$ cat config.mk
export PLATFORM = sky130hd
export DESIGN_NAME = denseLayer_flat
export DESIGN_NICKNAME = d
export VERILOG_FILES = /design/src/source/networkPkg.sv /design/src/source/layerLink.sv /design/src/source/neuronNode.sv /design/src/source/denseLayer.sv /design/src/flat_wrapper.sv
export VERILOG_INCLUDE_DIRS = /design/src /design/src/source
export SDC_FILE = /design/constraint.sdc
export NUM_CORES = 1
export LEC_CHECK = 0
export ABC_AREA = 1
export BUFFER_PORTS_ARGS = -buffer_cell sky130_fd_sc_hd__buf_2
export CAP_MARGIN = 20
export CORE_AREA = 3 3 40 42
export CTS_BUF_LIST = sky130_fd_sc_hd__clkbuf_2 sky130_fd_sc_hd__clkbuf_4 sky130_fd_sc_hd__clkbuf_8
export CTS_CLUSTER_DIAMETER = 30
export CTS_CLUSTER_SIZE = 30
export DETAILED_ROUTE_END_ITERATION = 10
export DIE_AREA = 0 0 43 45
export GPL_TIMING_DRIVEN = 1
export PLACE_DENSITY = 0.59
export RECOVER_POWER = 100
export SYNTH_ARGS = -nofsm -noshare
export SYNTH_HDL_FRONTEND = slang
export SYNTH_HIERARCHICAL = 1
export SYNTH_SLANG_ARGS = --single-unit
$ cat constraint.sdc
create_clock -name clk -period 0.8 [get_ports clk]
set_input_delay 0 -clock clk [delete_from_list [all_inputs] [get_ports clk]]
set_output_delay 0 -clock clk [all_outputs]
set_load 0.03 [all_outputs]
$ cat src/source/network_defines.svh
`ifndef NETWORK_DEFINES_SVH
`define NETWORK_DEFINES_SVH

// ========================================
// Network dimensions
// ========================================

`define NN_WIDTH        16    // Sample width in bits.
`define NN_INPUTS       15
`define NN_HIDDEN       6
`define NN_OUTPUTS      3

// ========================================
// APB register map
// ========================================

// Feature words sit one word apart at 4-byte steps.
`define NN_ADDR_FEATURE 8'h00
`define NN_ADDR_CONTROL 8'h40    // Bit 0 starts a frame.
`define NN_ADDR_STATUS  8'h44    // Bit 0 is done.
`define NN_ADDR_CLASS   8'h48
`define NN_ADDR_SCORE   8'h50    // Three scores follow.

`endif

$ cat src/source/networkPkg.sv
`include "network_defines.svh"

package networkPkg;

	typedef logic signed [`NN_WIDTH-1:0] sample_t;

	typedef sample_t [`NN_INPUTS-1:0]  featureVec_t;
	typedef sample_t [`NN_HIDDEN-1:0]  hiddenVec_t;
	typedef sample_t [`NN_OUTPUTS-1:0] scoreVec_t;

	typedef logic [3:0] frameTag_t;    // Frame sequence number.

	// ========================================
	// Fixed weights
	// ========================================

	// Hidden layer, one row of weights per neuron.
	localparam sample_t [`NN_HIDDEN-1:0][`NN_INPUTS-1:0] hiddenWeights = '{
		'{ 12,  -7,  25,   3, -18,  30,  -4,   9, -22,  14,   6, -11,  19,  -2,  27},
		'{-15,  21,   8, -29,   4,  11,  33,  -6,  17, -24,   2,  13,  -9,  28,  -3},
		'{  7,  16, -20,  24,  -1, -13,   5,  31,  -8,  10, -26,  18,   3, -14,  22},
		'{ -5, -19,  14,   6,  27,  -3, -17,  12,  35, -10,   9, -23,  20,   1, -12},
		'{ 18,   2,  -9, -16,  11,  26, -21,  -4,   7,  29, -15,   5, -27,  13,   8},
		'{ -2,  28,  19, -11, -23,   8,  15, -30,   3,  16,  24,  -7,  10, -18,   6}
	};

	localparam sample_t [`NN_HIDDEN-1:0] hiddenBias = '{-10, 25, 4, -7, 13, 0};

	// Output layer.
	localparam sample_t [`NN_OUTPUTS-1:0][`NN_HIDDEN-1:0] outputWeights = '{
		'{ 14,  -9,  21,   6, -17,  11},
		'{ -6,  19, -12,  25,   8,  -3},
		'{ 10,   4, -15,  -7,  22,  17}
	};

	localparam sample_t [`NN_OUTPUTS-1:0] outputBias = '{3, -8, 12};

endpackage

$ cat src/source/layerLink.sv
`timescale 1ns/1ps
`include "network_defines.svh"

interface layerLink #(
	parameter type payloadType = logic
) (
	input logic clk
);
	import networkPkg::*;

	logic       valid;    // One frame per cycle with no back-pressure.
	frameTag_t  tag;
	payloadType payload;

	modport source (input clk, output valid, output tag, output payload);
	modport sink (input clk, input valid, input tag, input payload);

endinterface

$ cat src/source/neuronNode.sv
`timescale 1ns/1ps
`include "network_defines.svh"

module neuronNode #(
	parameter int                              FANIN   = 1,
	parameter networkPkg::sample_t [FANIN-1:0] WEIGHTS = '0,
	parameter networkPkg::sample_t             BIAS    = '0
) (
	input  logic                              clk,
	input  logic                              reset,
	input  networkPkg::sample_t [FANIN-1:0]   inputs,
	output networkPkg::sample_t               activation
);
	import networkPkg::*;

	sample_t [FANIN-1:0] inputReg;
	sample_t             sumReg;
	sample_t             weightedSum;

	// Products and sum wrap at the sample width.
	always_comb
	begin
		weightedSum = BIAS;
		for (int i = 0; i < FANIN; i++)
			weightedSum = sample_t'(weightedSum + inputReg[i] * WEIGHTS[i]);
	end

	// ========================================
	// Input, sum and ReLU stages
	// ========================================

	always_ff @(posedge clk)
	begin
		if (reset)
		begin
			inputReg <= '0;
			sumReg <= '0;
			activation <= '0;
		end
		else
		begin
			inputReg <= inputs;
			sumReg <= weightedSum;
			if (sumReg[`NN_WIDTH-1])
				activation <= '0;    // Negative sum clamps to zero.
			else
				activation <= sumReg;
		end
	end

endmodule

$ cat src/source/denseLayer.sv
`timescale 1ns/1ps
`include "network_defines.svh"

module denseLayer #(
	parameter type inType  = logic,
	parameter type outType = logic,
	parameter int  FANIN   = 1,
	parameter int  FANOUT  = 1,
	parameter networkPkg::sample_t [FANOUT-1:0][FANIN-1:0] WEIGHTS = '0,
	parameter networkPkg::sample_t [FANOUT-1:0]            BIAS    = '0
) (
	input logic      clk,
	input logic      reset,
	layerLink.sink   inLink,
	layerLink.source outLink
);
	import networkPkg::*;

	localparam int LATENCY = 3;    // Matches the neuron pipeline.

	sample_t [FANIN-1:0]  inSamples;
	sample_t [FANOUT-1:0] activations;
	logic [LATENCY-1:0]   validPipe;
	frameTag_t            tagPipe [LATENCY];

	assign inSamples = inType'(inLink.payload);

	// ========================================
	// Neuron row
	// ========================================

	for (genvar n = 0; n < FANOUT; n++)
	begin : gNeuron
		neuronNode #(
			.FANIN   (FANIN),
			.WEIGHTS (WEIGHTS[n]),
			.BIAS    (BIAS[n])
		) node (
			.clk        (clk),
			.reset      (reset),
			.inputs     (inSamples),
			.activation (activations[n])
		);
	end

	// Frame valid and tag follow the data.
	always_ff @(posedge clk)
	begin
		if (reset)
			validPipe <= '0;
		else
			validPipe <= {validPipe[LATENCY-2:0], inLink.valid};
	end

	always_ff @(posedge clk)
	begin
		tagPipe[0] <= inLink.tag;
		for (int s = 1; s < LATENCY; s++)
			tagPipe[s] <= tagPipe[s-1];
	end

	assign outLink.valid = validPipe[LATENCY-1];
	assign outLink.tag = tagPipe[LATENCY-1];
	assign outLink.payload = outType'(activations);

endmodule

$ cat src/flat_wrapper.sv
// flat-port wrapper written by rule: the top's interface ports become plain ports
module denseLayer_flat import networkPkg::*;
#(
	parameter type inType  = logic,
	parameter type outType = logic,
	parameter int  FANIN   = 1,
	parameter int  FANOUT  = 1,
	parameter networkPkg::sample_t [FANOUT-1:0][FANIN-1:0] WEIGHTS = '0,
	parameter networkPkg::sample_t [FANOUT-1:0]            BIAS    = '0
)
  (clk, reset, inLink_valid, inLink_tag, inLink_payload, outLink_valid, outLink_tag, outLink_payload);
  layerLink inLink_i (.clk(clk));
  layerLink outLink_i (.clk(clk));
  input logic clk;
  input logic reset;
  input wire logic [$bits(inLink_i.valid)-1:0] inLink_valid;
  input wire logic [$bits(inLink_i.tag)-1:0] inLink_tag;
  input wire logic [$bits(inLink_i.payload)-1:0] inLink_payload;
  output wire logic [$bits(outLink_i.valid)-1:0] outLink_valid;
  output wire logic [$bits(outLink_i.tag)-1:0] outLink_tag;
  output wire logic [$bits(outLink_i.payload)-1:0] outLink_payload;
  assign inLink_i.valid = inLink_valid;
  assign inLink_i.tag = inLink_tag;
  assign inLink_i.payload = inLink_payload;
  assign outLink_valid = outLink_i.valid;
  assign outLink_tag = outLink_i.tag;
  assign outLink_payload = outLink_i.payload;
  denseLayer #(.inType(inType), .outType(outType), .FANIN(FANIN), .FANOUT(FANOUT), .WEIGHTS(WEIGHTS), .BIAS(BIAS)) u_core (.clk(clk), .reset(reset), .inLink(inLink_i), .outLink(outLink_i));
endmodule
==> impl_metrics.csv <==
group,metric,value,unit
pwr,vdd_drop_max,0.000917,V
worst_setup_path,cp.buffers_inverters,1,
timing,setup_viol,0,
drt,ant_nets,0,
cells_and_area,multi_input_area,15.0,µm²
clocking,cts_tree,"built",
timing,max_freq,1310,MHz
clocking,cts_htree_levels,1,
worst_hold_path,hold_depth,0,
grt,grt_pass1_vias,166,
drt,routed_wl,396,µm
worst_setup_path,critical_path_peak_fanout,1,
synth,syn_area,364,µm²
synth,syn_avg_cell_area,13.5,µm²
worst_setup_path,worstPathCellList,"buf_2",
cells_and_area,fin_nets,52,
worst_setup_path,worstReg2RegStart,"u_core/validPipe[1]$_SDFF_PP0_",
worst_hold_path,hold_class,"register to register",
worst_setup_path,start_kind,"register",
cells_and_area,area.growth.synth_to_final,35.7,%
cells_and_area,seqCellArea,300,µm²
run_status,status,"completed",
worst_setup_path,cp_top_family,"flip-flops",
timing,hold_violations,0,
worst_setup_path,critical_path_arrival,0.76,ns
synth,yosys_warnings,6,
drt,avgRoutedWirePerCell,6.83,µm
worst_setup_path,crit_path_end_kind,"output port",
die,num_rows,13,
grt,grt_max_degree,10,
drt,via_per_inst,3.24,
worst_setup_path,r2r_setup_slack,0.32,ns
die,num_io_pins,14,
worst_setup_path,cp_slowest_stage_delay,0.31,ns
drt,vias,188,
die,initial_utilization,28.3,%
worst_setup_path,setup.worst_path.start,"u_core/tagPipe[0][9]$_DFF_P_",
worst_setup_path,cp.required,0.80,ns
synth,synth_nets,35,
worst_setup_path,worstSetupPathDepth,1,
cells_and_area,finalCoreUtilization,38.5,%
timing,maxSlewViolCount,0,
die,dieArea,1940,µm²
cells_and_area,diodes,0,
worst_setup_path,cp_slowest_cell,"dfxtp_1",
clocking,clock_latency,0.27,ns
timing,finalCriticalPeriod,0.762,ns
place,port_buffers,11,
timing,tns,0,ns
grt,busiest_layer,"met4",
grt,met3_usage,3.98,%
clocking,clk_path_buf_depth,2,
clocking,cts_buffers,3,
grt,grt_pass1_wl,600,µm
die,core,1280,µm²
worst_setup_path,crit_type,"register to output port",
job,maxCapViolCount,0,
drt,dr.pass1.iters,2,
pwr,leakage,0.232,nW
timing,rsz0062_at_grt,"no",
grt,met1_usage,3.72,%
die,dieHeight,45,µm
clocking,root_buffer,"clkbuf_4",
timing,clock_skew,0.00224,ns
die,fp.dieW,43,µm
cells_and_area,fill_cells,121,
grt,antenna_found_initial,0,
clocking,cts.sinks,15,
drt,drc_errors,0,
timing,fin_crit_sh,95.3,%
worst_hold_path,hp-start,"u_core/tagPipe[0][5]$_DFF_P_",
grt,use_met2,6.89,%
drt,drt_iter0_drc,3,
pwr,powerDensity,2570,nW/µm²
worst_setup_path,crit_end,"outLink_tag[1]",
worst_setup_path,worstRegToRegCells,2,
clocking,cts_setup_buffers,0,
worst_setup_path,r2r_end,"u_core/validPipe[2]$_SDFF_PP0_",
clocking,clk_pin_slew_worst_paths,0.08,ns
cells_and_area,drive_gt1_share,32.6,%
place,gp_congestion,0.525,
synth,synth_cells,27,
grt,grt.total_usage,5.05,%
grt,overflow,0,
-- layer usage --
| layer | part of all wire [%] | wire length [µm] |
|---|---|---|
| met5 | 0 | 0 |
| met2 | 43 | 171 |
| met4 | 0 | 0 |
| met3 | 16 | 65 |
| met1 | 40 | 159 |
-- worst min path at each step --
stage | endpoint | slack (ns)
after global placement | u_core/tagPipe[0][1]$_DFF_P_ | 0.10
final | u_core/tagPipe[0][9]$_DFF_P_ | 0.33
after CTS | u_core/tagPipe[0][5]$_DFF_P_ | 0.33
after global routing | u_core/tagPipe[0][8]$_DFF_P_ | 0.34
after floorplan | u_core/tagPipe[0][0]$_DFF_P_ | 0.03
after detailed placement | u_core/tagPipe[0][2]$_DFF_P_ | 0.10
-- what timing repair did --
| action | 4_1_cts | 5_1_grt |
|---|---|---|
| gates resized for setup | 0 | 3 |
| hold buffers | 6 | 0 |
| endpoints found under the setup margin | 0 | 3 |
| endpoints found under the hold margin | 7 | 0 |
-- through the flow --
step | setup slack [ns] | instance area, µm² | power, mW | instances | hold WS [ns]
after floorplan | 0.341 | 364 | 0.862 | 27 | 0.0277
after global placement | 0.330 | 400 | 0.870 | 48 | 0.104
after global routing | 0.000330 | 494 | 1.34 | 58 | 0.337
after detailed placement | 0.328 | 400 | 0.871 | 48 | 0.104
final | 0.0375 | 494 | 1.27 | 58 | 0.329
after CTS | 0.0143 | 488 | 1.30 | 58 | 0.332
-- flip-flops by register name (all words and copies together), names as in the netlist --
| register | count |
|---|---|
| u_core/tagPipe | 12 |
| u_core/validPipe | 3 |
-- cells in the final DEF (no fill, tap or decap) --
| cell | instances |
|---|---|
| conb_1 | 1 |
| inv_1 | 3 |
| clkinv_2 | 1 |
| buf_2 | 7 |
| dlygate4sd3_1 | 6 |
| nor2_1 | 3 |
| dfxtp_1 | 15 |
| clkbuf_4 | 6 |
| clkbuf_1 | 1 |
-- power breakdown --
group	switching [mW]	internal [mW]
Sequential	0.00719	0.784
Clock	0.208	0.185
Combinational	0.0458	0.0422
-- area by class of cell --
| type | instances | area share (%) |
|---|---|---|
| flip-flops and latches | 15 | 60.8 |
| well taps | 15 | 3.80 |
| repair buffers | 17 | 24.6 |
| multi-input cells | 4 | 3.04 |
| clock inverters | 1 | 1.01 |
| clock buffers | 3 | 4.56 |
| inverters | 3 | 2.28 |
Note: power is estimated with default switching activity, not from simulation.
