<file path="config.mk">
export PLATFORM = sky130hd
export DESIGN_NAME = apbFrontEnd_flat
export DESIGN_NICKNAME = d
export VERILOG_FILES = /design/src/source/networkPkg.sv /design/src/source/layerLink.sv /design/src/source/apbFrontEnd.sv /design/src/flat_wrapper.sv
export VERILOG_INCLUDE_DIRS = /design/src /design/src/source
export SDC_FILE = /design/constraint.sdc
export NUM_CORES = 1
export LEC_CHECK = 0
export BUFFER_PORTS_ARGS = -buffer_cell sky130_fd_sc_hd__buf_2
export CAP_MARGIN = 20
export CORE_MARGIN = 2
export CORE_UTILIZATION = 63
export DETAILED_ROUTE_END_ITERATION = 16
export MAX_ROUTING_LAYER = met4
export PLACE_DENSITY = 0.95
export SLEW_MARGIN = 15
export SYNTH_ARGS = -nofsm -noshare
export SYNTH_HDL_FRONTEND = slang
export SYNTH_SLANG_ARGS = --single-unit
</file>
<file path="constraint.sdc">
create_clock -name clk -period 3.3 [get_ports clk]
set_input_delay 0.33 -clock clk [delete_from_list [all_inputs] [get_ports clk]]
set_output_delay 0.33 -clock clk [all_outputs]
set_load 0.02 [all_outputs]
</file>
<file path="src/source/network_defines.svh">
`ifndef NETWORK_DEFINES_SVH
`define NETWORK_DEFINES_SVH

// ========================================
// Network dimensions
// ========================================

`define NN_WIDTH        16    // Sample width in bits.
`define NN_INPUTS       15
`define NN_HIDDEN       6
`define NN_OUTPUTS      3

// ========================================
// APB register map
// ========================================

// Feature words sit one word apart at 4-byte steps.
`define NN_ADDR_FEATURE 8'h00
`define NN_ADDR_CONTROL 8'h40    // Bit 0 starts a frame.
`define NN_ADDR_STATUS  8'h44    // Bit 0 is done.
`define NN_ADDR_CLASS   8'h48
`define NN_ADDR_SCORE   8'h50    // Three scores follow.

`endif

</file>
<file path="src/source/networkPkg.sv">
`include "network_defines.svh"

package networkPkg;

	typedef logic signed [`NN_WIDTH-1:0] sample_t;

	typedef sample_t [`NN_INPUTS-1:0]  featureVec_t;
	typedef sample_t [`NN_HIDDEN-1:0]  hiddenVec_t;
	typedef sample_t [`NN_OUTPUTS-1:0] scoreVec_t;

	typedef logic [3:0] frameTag_t;    // Frame sequence number.

	// ========================================
	// Fixed weights
	// ========================================

	// Hidden layer, one row of weights per neuron.
	localparam sample_t [`NN_HIDDEN-1:0][`NN_INPUTS-1:0] hiddenWeights = '{
		'{ 12,  -7,  25,   3, -18,  30,  -4,   9, -22,  14,   6, -11,  19,  -2,  27},
		'{-15,  21,   8, -29,   4,  11,  33,  -6,  17, -24,   2,  13,  -9,  28,  -3},
		'{  7,  16, -20,  24,  -1, -13,   5,  31,  -8,  10, -26,  18,   3, -14,  22},
		'{ -5, -19,  14,   6,  27,  -3, -17,  12,  35, -10,   9, -23,  20,   1, -12},
		'{ 18,   2,  -9, -16,  11,  26, -21,  -4,   7,  29, -15,   5, -27,  13,   8},
		'{ -2,  28,  19, -11, -23,   8,  15, -30,   3,  16,  24,  -7,  10, -18,   6}
	};

	localparam sample_t [`NN_HIDDEN-1:0] hiddenBias = '{-10, 25, 4, -7, 13, 0};

	// Output layer.
	localparam sample_t [`NN_OUTPUTS-1:0][`NN_HIDDEN-1:0] outputWeights = '{
		'{ 14,  -9,  21,   6, -17,  11},
		'{ -6,  19, -12,  25,   8,  -3},
		'{ 10,   4, -15,  -7,  22,  17}
	};

	localparam sample_t [`NN_OUTPUTS-1:0] outputBias = '{3, -8, 12};

endpackage

</file>
<file path="src/source/layerLink.sv">
`timescale 1ns/1ps
`include "network_defines.svh"

interface layerLink #(
	parameter type payloadType = logic
) (
	input logic clk
);
	import networkPkg::*;

	logic       valid;    // One frame per cycle with no back-pressure.
	frameTag_t  tag;
	payloadType payload;

	modport source (input clk, output valid, output tag, output payload);
	modport sink (input clk, input valid, input tag, input payload);

endinterface

</file>
<file path="src/source/apbFrontEnd.sv">
`timescale 1ns/1ps
`include "network_defines.svh"

module apbFrontEnd (
	input  logic                   clk,
	input  logic                   reset,
	input  logic [7:0]             paddr,
	input  logic                   psel,
	input  logic                   penable,
	input  logic                   pwrite,
	input  logic [31:0]            pwdata,
	output logic [31:0]            prdata,
	output logic                   pready,
	output logic                   pslverr,
	layerLink.source               featureLink,
	input  logic                   resultValid,
	input  networkPkg::frameTag_t  resultTag,
	input  logic [1:0]             resultClass,
	input  networkPkg::scoreVec_t  resultScores
);
	import networkPkg::*;

	featureVec_t features;
	scoreVec_t   lastScores;
	logic [1:0]  lastClass;
	frameTag_t   nextTag;
	logic        done;

	logic        setupPhase;
	logic        accessWrite;
	logic        startFrame;
	logic        addrMapped;
	logic        addrReadOnly;
	logic        addrFeature;
	logic [31:0] readData;
	logic [7:0]  featureOffset;
	logic [7:0]  scoreOffset;

	function automatic logic [31:0] signExtend(input sample_t value);
		return {{(32 - `NN_WIDTH){value[`NN_WIDTH-1]}}, value};
	endfunction

	// ========================================
	// Address decode
	// ========================================

	assign featureOffset = paddr - `NN_ADDR_FEATURE;
	assign scoreOffset = paddr - `NN_ADDR_SCORE;

	always_comb
	begin
		addrMapped = 1'b0;
		addrReadOnly = 1'b0;
		addrFeature = 1'b0;
		readData = '0;
		if (paddr[1:0] == 2'b00)
		begin
			if (featureOffset < 8'(4 * `NN_INPUTS))
			begin
				addrMapped = 1'b1;
				addrFeature = 1'b1;
				readData = signExtend(features[featureOffset[5:2]]);
			end
			else if (paddr == `NN_ADDR_CONTROL)
				addrMapped = 1'b1;    // Reads back as zero.
			else if (paddr == `NN_ADDR_STATUS)
			begin
				addrMapped = 1'b1;
				addrReadOnly = 1'b1;
				readData = {31'b0, done};
			end
			else if (paddr == `NN_ADDR_CLASS)
			begin
				addrMapped = 1'b1;
				addrReadOnly = 1'b1;
				readData = {30'b0, lastClass};
			end
			else if (scoreOffset < 8'(4 * `NN_OUTPUTS))
			begin
				addrMapped = 1'b1;
				addrReadOnly = 1'b1;
				readData = signExtend(lastScores[scoreOffset[3:2]]);
			end
		end
	end

	assign setupPhase = psel && !penable;
	assign accessWrite = psel && penable && pwrite && addrMapped && !addrReadOnly;
	assign startFrame = accessWrite && (paddr == `NN_ADDR_CONTROL) && pwdata[0];
	assign pready = 1'b1;

	// ========================================
	// APB response and registers
	// ========================================

	// Response is set up on the setup edge and holds through the access phase.
	always_ff @(posedge clk)
	begin
		if (reset)
		begin
			prdata <= '0;
			pslverr <= 1'b0;
		end
		else
		begin
			if (setupPhase && !pwrite)
				prdata <= readData;
			pslverr <= setupPhase && (!addrMapped || (pwrite && addrReadOnly));
		end
	end

	always_ff @(posedge clk)
	begin
		if (accessWrite && addrFeature)
			features[featureOffset[5:2]] <= pwdata[`NN_WIDTH-1:0];
		if (startFrame)
			featureLink.payload <= features;    // Snapshot for the pipeline.
	end

	always_ff @(posedge clk)
	begin
		if (reset)
		begin
			featureLink.valid <= 1'b0;
			featureLink.tag <= '0;
			nextTag <= '0;
			done <= 1'b0;
			lastClass <= '0;
			lastScores <= '0;
		end
		else
		begin
			featureLink.valid <= startFrame;
			if (startFrame)
			begin
				featureLink.tag <= nextTag;
				nextTag <= nextTag + 1'b1;
			end
			if (resultValid)
			begin
				lastClass <= resultClass;
				lastScores <= resultScores;
			end
			// Done tracks the most recently launched frame.
			if (startFrame)
				done <= 1'b0;
			else if (resultValid && resultTag == featureLink.tag)
				done <= 1'b1;
		end
	end

endmodule

</file>
<file path="src/flat_wrapper.sv">
// flat-port wrapper written by rule: the top's interface ports become plain ports
module apbFrontEnd_flat import networkPkg::*;
  (clk, reset, paddr, psel, penable, pwrite, pwdata, prdata, pready, pslverr, resultValid, resultTag, resultClass, resultScores, featureLink_valid, featureLink_tag, featureLink_payload);
  layerLink featureLink_i (.clk(clk));
  input  logic clk;
  input  logic reset;
  input  logic [7:0] paddr;
  input  logic psel;
  input  logic penable;
  input  logic pwrite;
  input  logic [31:0] pwdata;
  output logic [31:0] prdata;
  output logic pready;
  output logic pslverr;
  input  logic resultValid;
  input  networkPkg::frameTag_t resultTag;
  input  logic [1:0] resultClass;
  input  networkPkg::scoreVec_t resultScores;
  output wire logic [$bits(featureLink_i.valid)-1:0] featureLink_valid;
  output wire logic [$bits(featureLink_i.tag)-1:0] featureLink_tag;
  output wire logic [$bits(featureLink_i.payload)-1:0] featureLink_payload;
  assign featureLink_valid = featureLink_i.valid;
  assign featureLink_tag = featureLink_i.tag;
  assign featureLink_payload = featureLink_i.payload;
  apbFrontEnd u_core (.clk(clk), .reset(reset), .paddr(paddr), .psel(psel), .penable(penable), .pwrite(pwrite), .pwdata(pwdata), .prdata(prdata), .pready(pready), .pslverr(pslverr), .featureLink(featureLink_i), .resultValid(resultValid), .resultTag(resultTag), .resultClass(resultClass), .resultScores(resultScores));
endmodule
</file>
==> results_dict.tcl <==
set metrics [dict create \
    yosys_warnings 0 \
    cts_tree "built" \
    hpwl_mm 19.5 \
    worstSkewPairLatency_ns 0.56 \
    netlist_instances 862 \
    area_growth_pct 14.1 \
    relSlewSlack_pct 28.0 \
    rr_worst_depth 4 \
    cts_resized 0 \
    ys_seq_elements 318 \
    tns_ns 0 \
    antenna_found_initial 0 \
    rows 52 \
    critical_path.max_stage_delay_ns 0.86 \
    clockBufferDepth 3 \
    routed_via_density 6.38 \
    routedWlPerCell_um 24.3 \
    grt_max_degree 66 \
    timing.critical_path.mode_cell "nor2_1" \
    slew_violations 0 \
    postLayoutCellArea_um2 14800 \
    synthFlopType "edfxtp_1" \
    route.detailed.drc 0 \
    clk_pin_slew_ns 0.06 \
    h-tree-depth 1 \
    worstHoldPathCells 3 \
    firstDrtPassIters 5 \
    rsz0062_at_grt "no" \
    die_w_um 147 \
    finalHoldViolCount 0 \
    grtUsageTotal_pct 29.6 \
    postCtsSetupBuffers 0 \
    tightest_slew_ns 1.08 \
    end_kind "flop" \
    drive_gt1_share_pct 25.6 \
    root_buffer "clkbuf_16" \
    fin_crit_sh_pct 72.5 \
    io_pins 140 \
    gp_congestion 0.847 \
    final-setup-viol-count 0 \
    cts_hold_buf 0 \
    fin_crit_ns 2.39 \
    nNetsFinal 1083 \
    core_um2 20200 \
    cts_inserted_buffers 31 \
    vias 8153 \
    status "finished clean" \
    postPlaceCellArea_um2 13700 \
    first_iter_violations 922 \
    postRouteAntennaNets 0 \
    final.setup_skew_ns 0.0162 \
    syn-cell-area_um2 13000 \
    diodes 0 \
    die-area_um2 21800 \
    hold_path_class "in2reg" \
    die_h_um 147 \
    critical_path_class "in2reg" \
    cap_violations 0 \
    cp_max_fo 12 \
    critPathRequiredTime_ns 3.56 \
    synth_edf_count 241 \
    grt.overflow.total 0 \
    seq_area_frac_synth_pct 67.7 \
    total_power_mw 8.45 \
    synth_nets 963 \
    synth_cell_type_count 53 \
    port_buffers 122 \
    p_leak_nw 5.44 \
    syn_avg_cell_area_um2 15.0 \
    crit_chain "buf_2 > nand2_1 > o21ai_0 > nor2_1 > nand3_1 > nor2_1 > buf_4" \
    arrival_ns 2.65 \
    max_clock_freq_mhz 418 \
    start_kind "primary input" \
    grt_pass1_wl_mm 47.0 \
    grt_pass1_vias 8142 \
    finalCoreUtilization_pct 73.2 \
    powerDensity_nw_per_um2 571 \
    start_util_pct 64.1 \
    cp_slowest_cell "nor2_1" \
    peakVddDrop_mv 0.466 \
    cts_sinks 318 \
    async_flop_share_pct 0 \
    routed_wl_mm 31.1 \
]
## synthesized netlist by cell type (all sizes together) (2+ instances only)
cell type / instances / area share (%)
edfxtp: 241 / 56
mux2i: 101 / 7.8
nor2: 100 / 3.0
dfxtp: 77 / 12
buf: 58 / 3.0
nand2: 46 / 1.4
mux4: 39 / 6.8
a21oi: 35 / 1.4
nand3: 23 / 1.0
a22oi: 15 / 0.87
a211oi: 14 / 0.81
o2bb2ai: 14 / 0.95
o21ai: 13 / 0.50
clkbuf: 11 / 0.32
nor2b: 11 / 0.59
o21a: 9 / 0.52
a221oi: 6 / 0.41
and3: 6 / 0.29
nor3: 6 / 0.32
or3: 4 / 0.19
xor2: 4 / 0.27
inv: 3 / 0.087
nand2b: 3 / 0.14
nor4: 3 / 0.26
xnor2: 3 / 0.20
nand3b: 2 / 0.12
## per-stage QoR
step                      hold slack [ns]  std cells  setup WS, ns
after global routing               0.0212       1277         0.734
after floorplan                     0.421        862          1.01
after global placement              0.436       1218         0.639
final                              0.0173       1277         0.907
after detailed placement            0.441       1218         0.415
after CTS                          0.0104       1276         0.936
## critical path, delay by kind of cell
| kind | cells | cell delay [ns] |
|---|---|---|
| AOI/OAI and AO/OA | 1 | 0.17 |
| buffers and inverters | 2 | 0.55 |
| and+or+nand+nor | 4 | 1.59 |
## cells by family (layout without fill, tap and decap cells)
kind of cell	count (synthesis)	after routing	share of synthesized area, %
compound gates	115	115	5.97
xor+xnor	7	7	0.473
fa+ha+maj	1	1	0.0965
buf+inv	72	217	3.42
flops	318	318	67.7
mux	140	140	14.6
other cells	1	1	0.0289
simple gates	208	208	7.76
## worst paths after layout
kind	startpoint	end	slack [ns]
worst min-delay path	resultScores[0]	u_core.lastScores[0]$_SDFFE_PP0P_	0.02
worst max register to register	u_core.features[61]$_DFFE_PP_	u_core.prdata[13]$_SDFFE_PP0P_	1.59
worst min register to register	u_core.features[0]$_DFFE_PP_	u_core.featureLink.payload$_DFFE_PP_	0.45
worst max-delay path	paddr[5]	u_core.features[60]$_DFFE_PP_	0.91
## per-layer routing
layer / global-route usage (%) / vias to the layer above / routed length [um] / share of wire, %
met1: 38.8 / 3971 / 11700 / 38
met4: 12.5 / 0 / 1440 / 4.6
met5: - / - / 0 / 0
met2: 46.8 / 559 / 15000 / 48
li1: - / 3499 / - / -
met3: 4.88 / 124 / 2880 / 9.3
## sequential cells by signal, summed over array words and instances, names as in the netlist
| signal | count |
|---|---|
| u_core.prdata | 16 |
| u_core.nextTag | 4 |
| u_core.featureLink.tag | 4 |
| u_core.lastClass | 2 |
| u_core.lastScores | 48 |
| u_core.pslverr | 1 |
| u_core.featureLink.valid | 1 |
| u_core.done | 1 |
| u_core.featureLink.payload | 1 |
| u_core.features | 240 |
## cell usage in the layout, fill, tap and decap left out, types with 21 or more instances in the layout
cell	count
mux2i_1	101
dfxtp_1	77
nand2_1	45
nor2_1	98
a21oi_1	35
buf_4	36
clkbuf_16	31
buf_2	120
nand3_1	21
mux4_2	39
edfxtp_1	241
## power by group
group          internal (mW)  switching (mW)
registers               4.33          0.0203
logic                  0.181           0.289
clock network           2.15            1.47
## cell type report
| type | instances | area (um^2) |
|---|---|---|
| clock inverter | 22 | 241 |
| multi-input combinational | 472 | 3750 |
| sequential | 318 | 8780 |
| clock buffer | 36 | 815 |
| tap | 270 | 338 |
| timing repair buffer | 156 | 871 |
| fill | 1124 | 5430 |
| inverter | 3 | 11.3 |
Note: power is estimated with default switching activity, not from simulation.
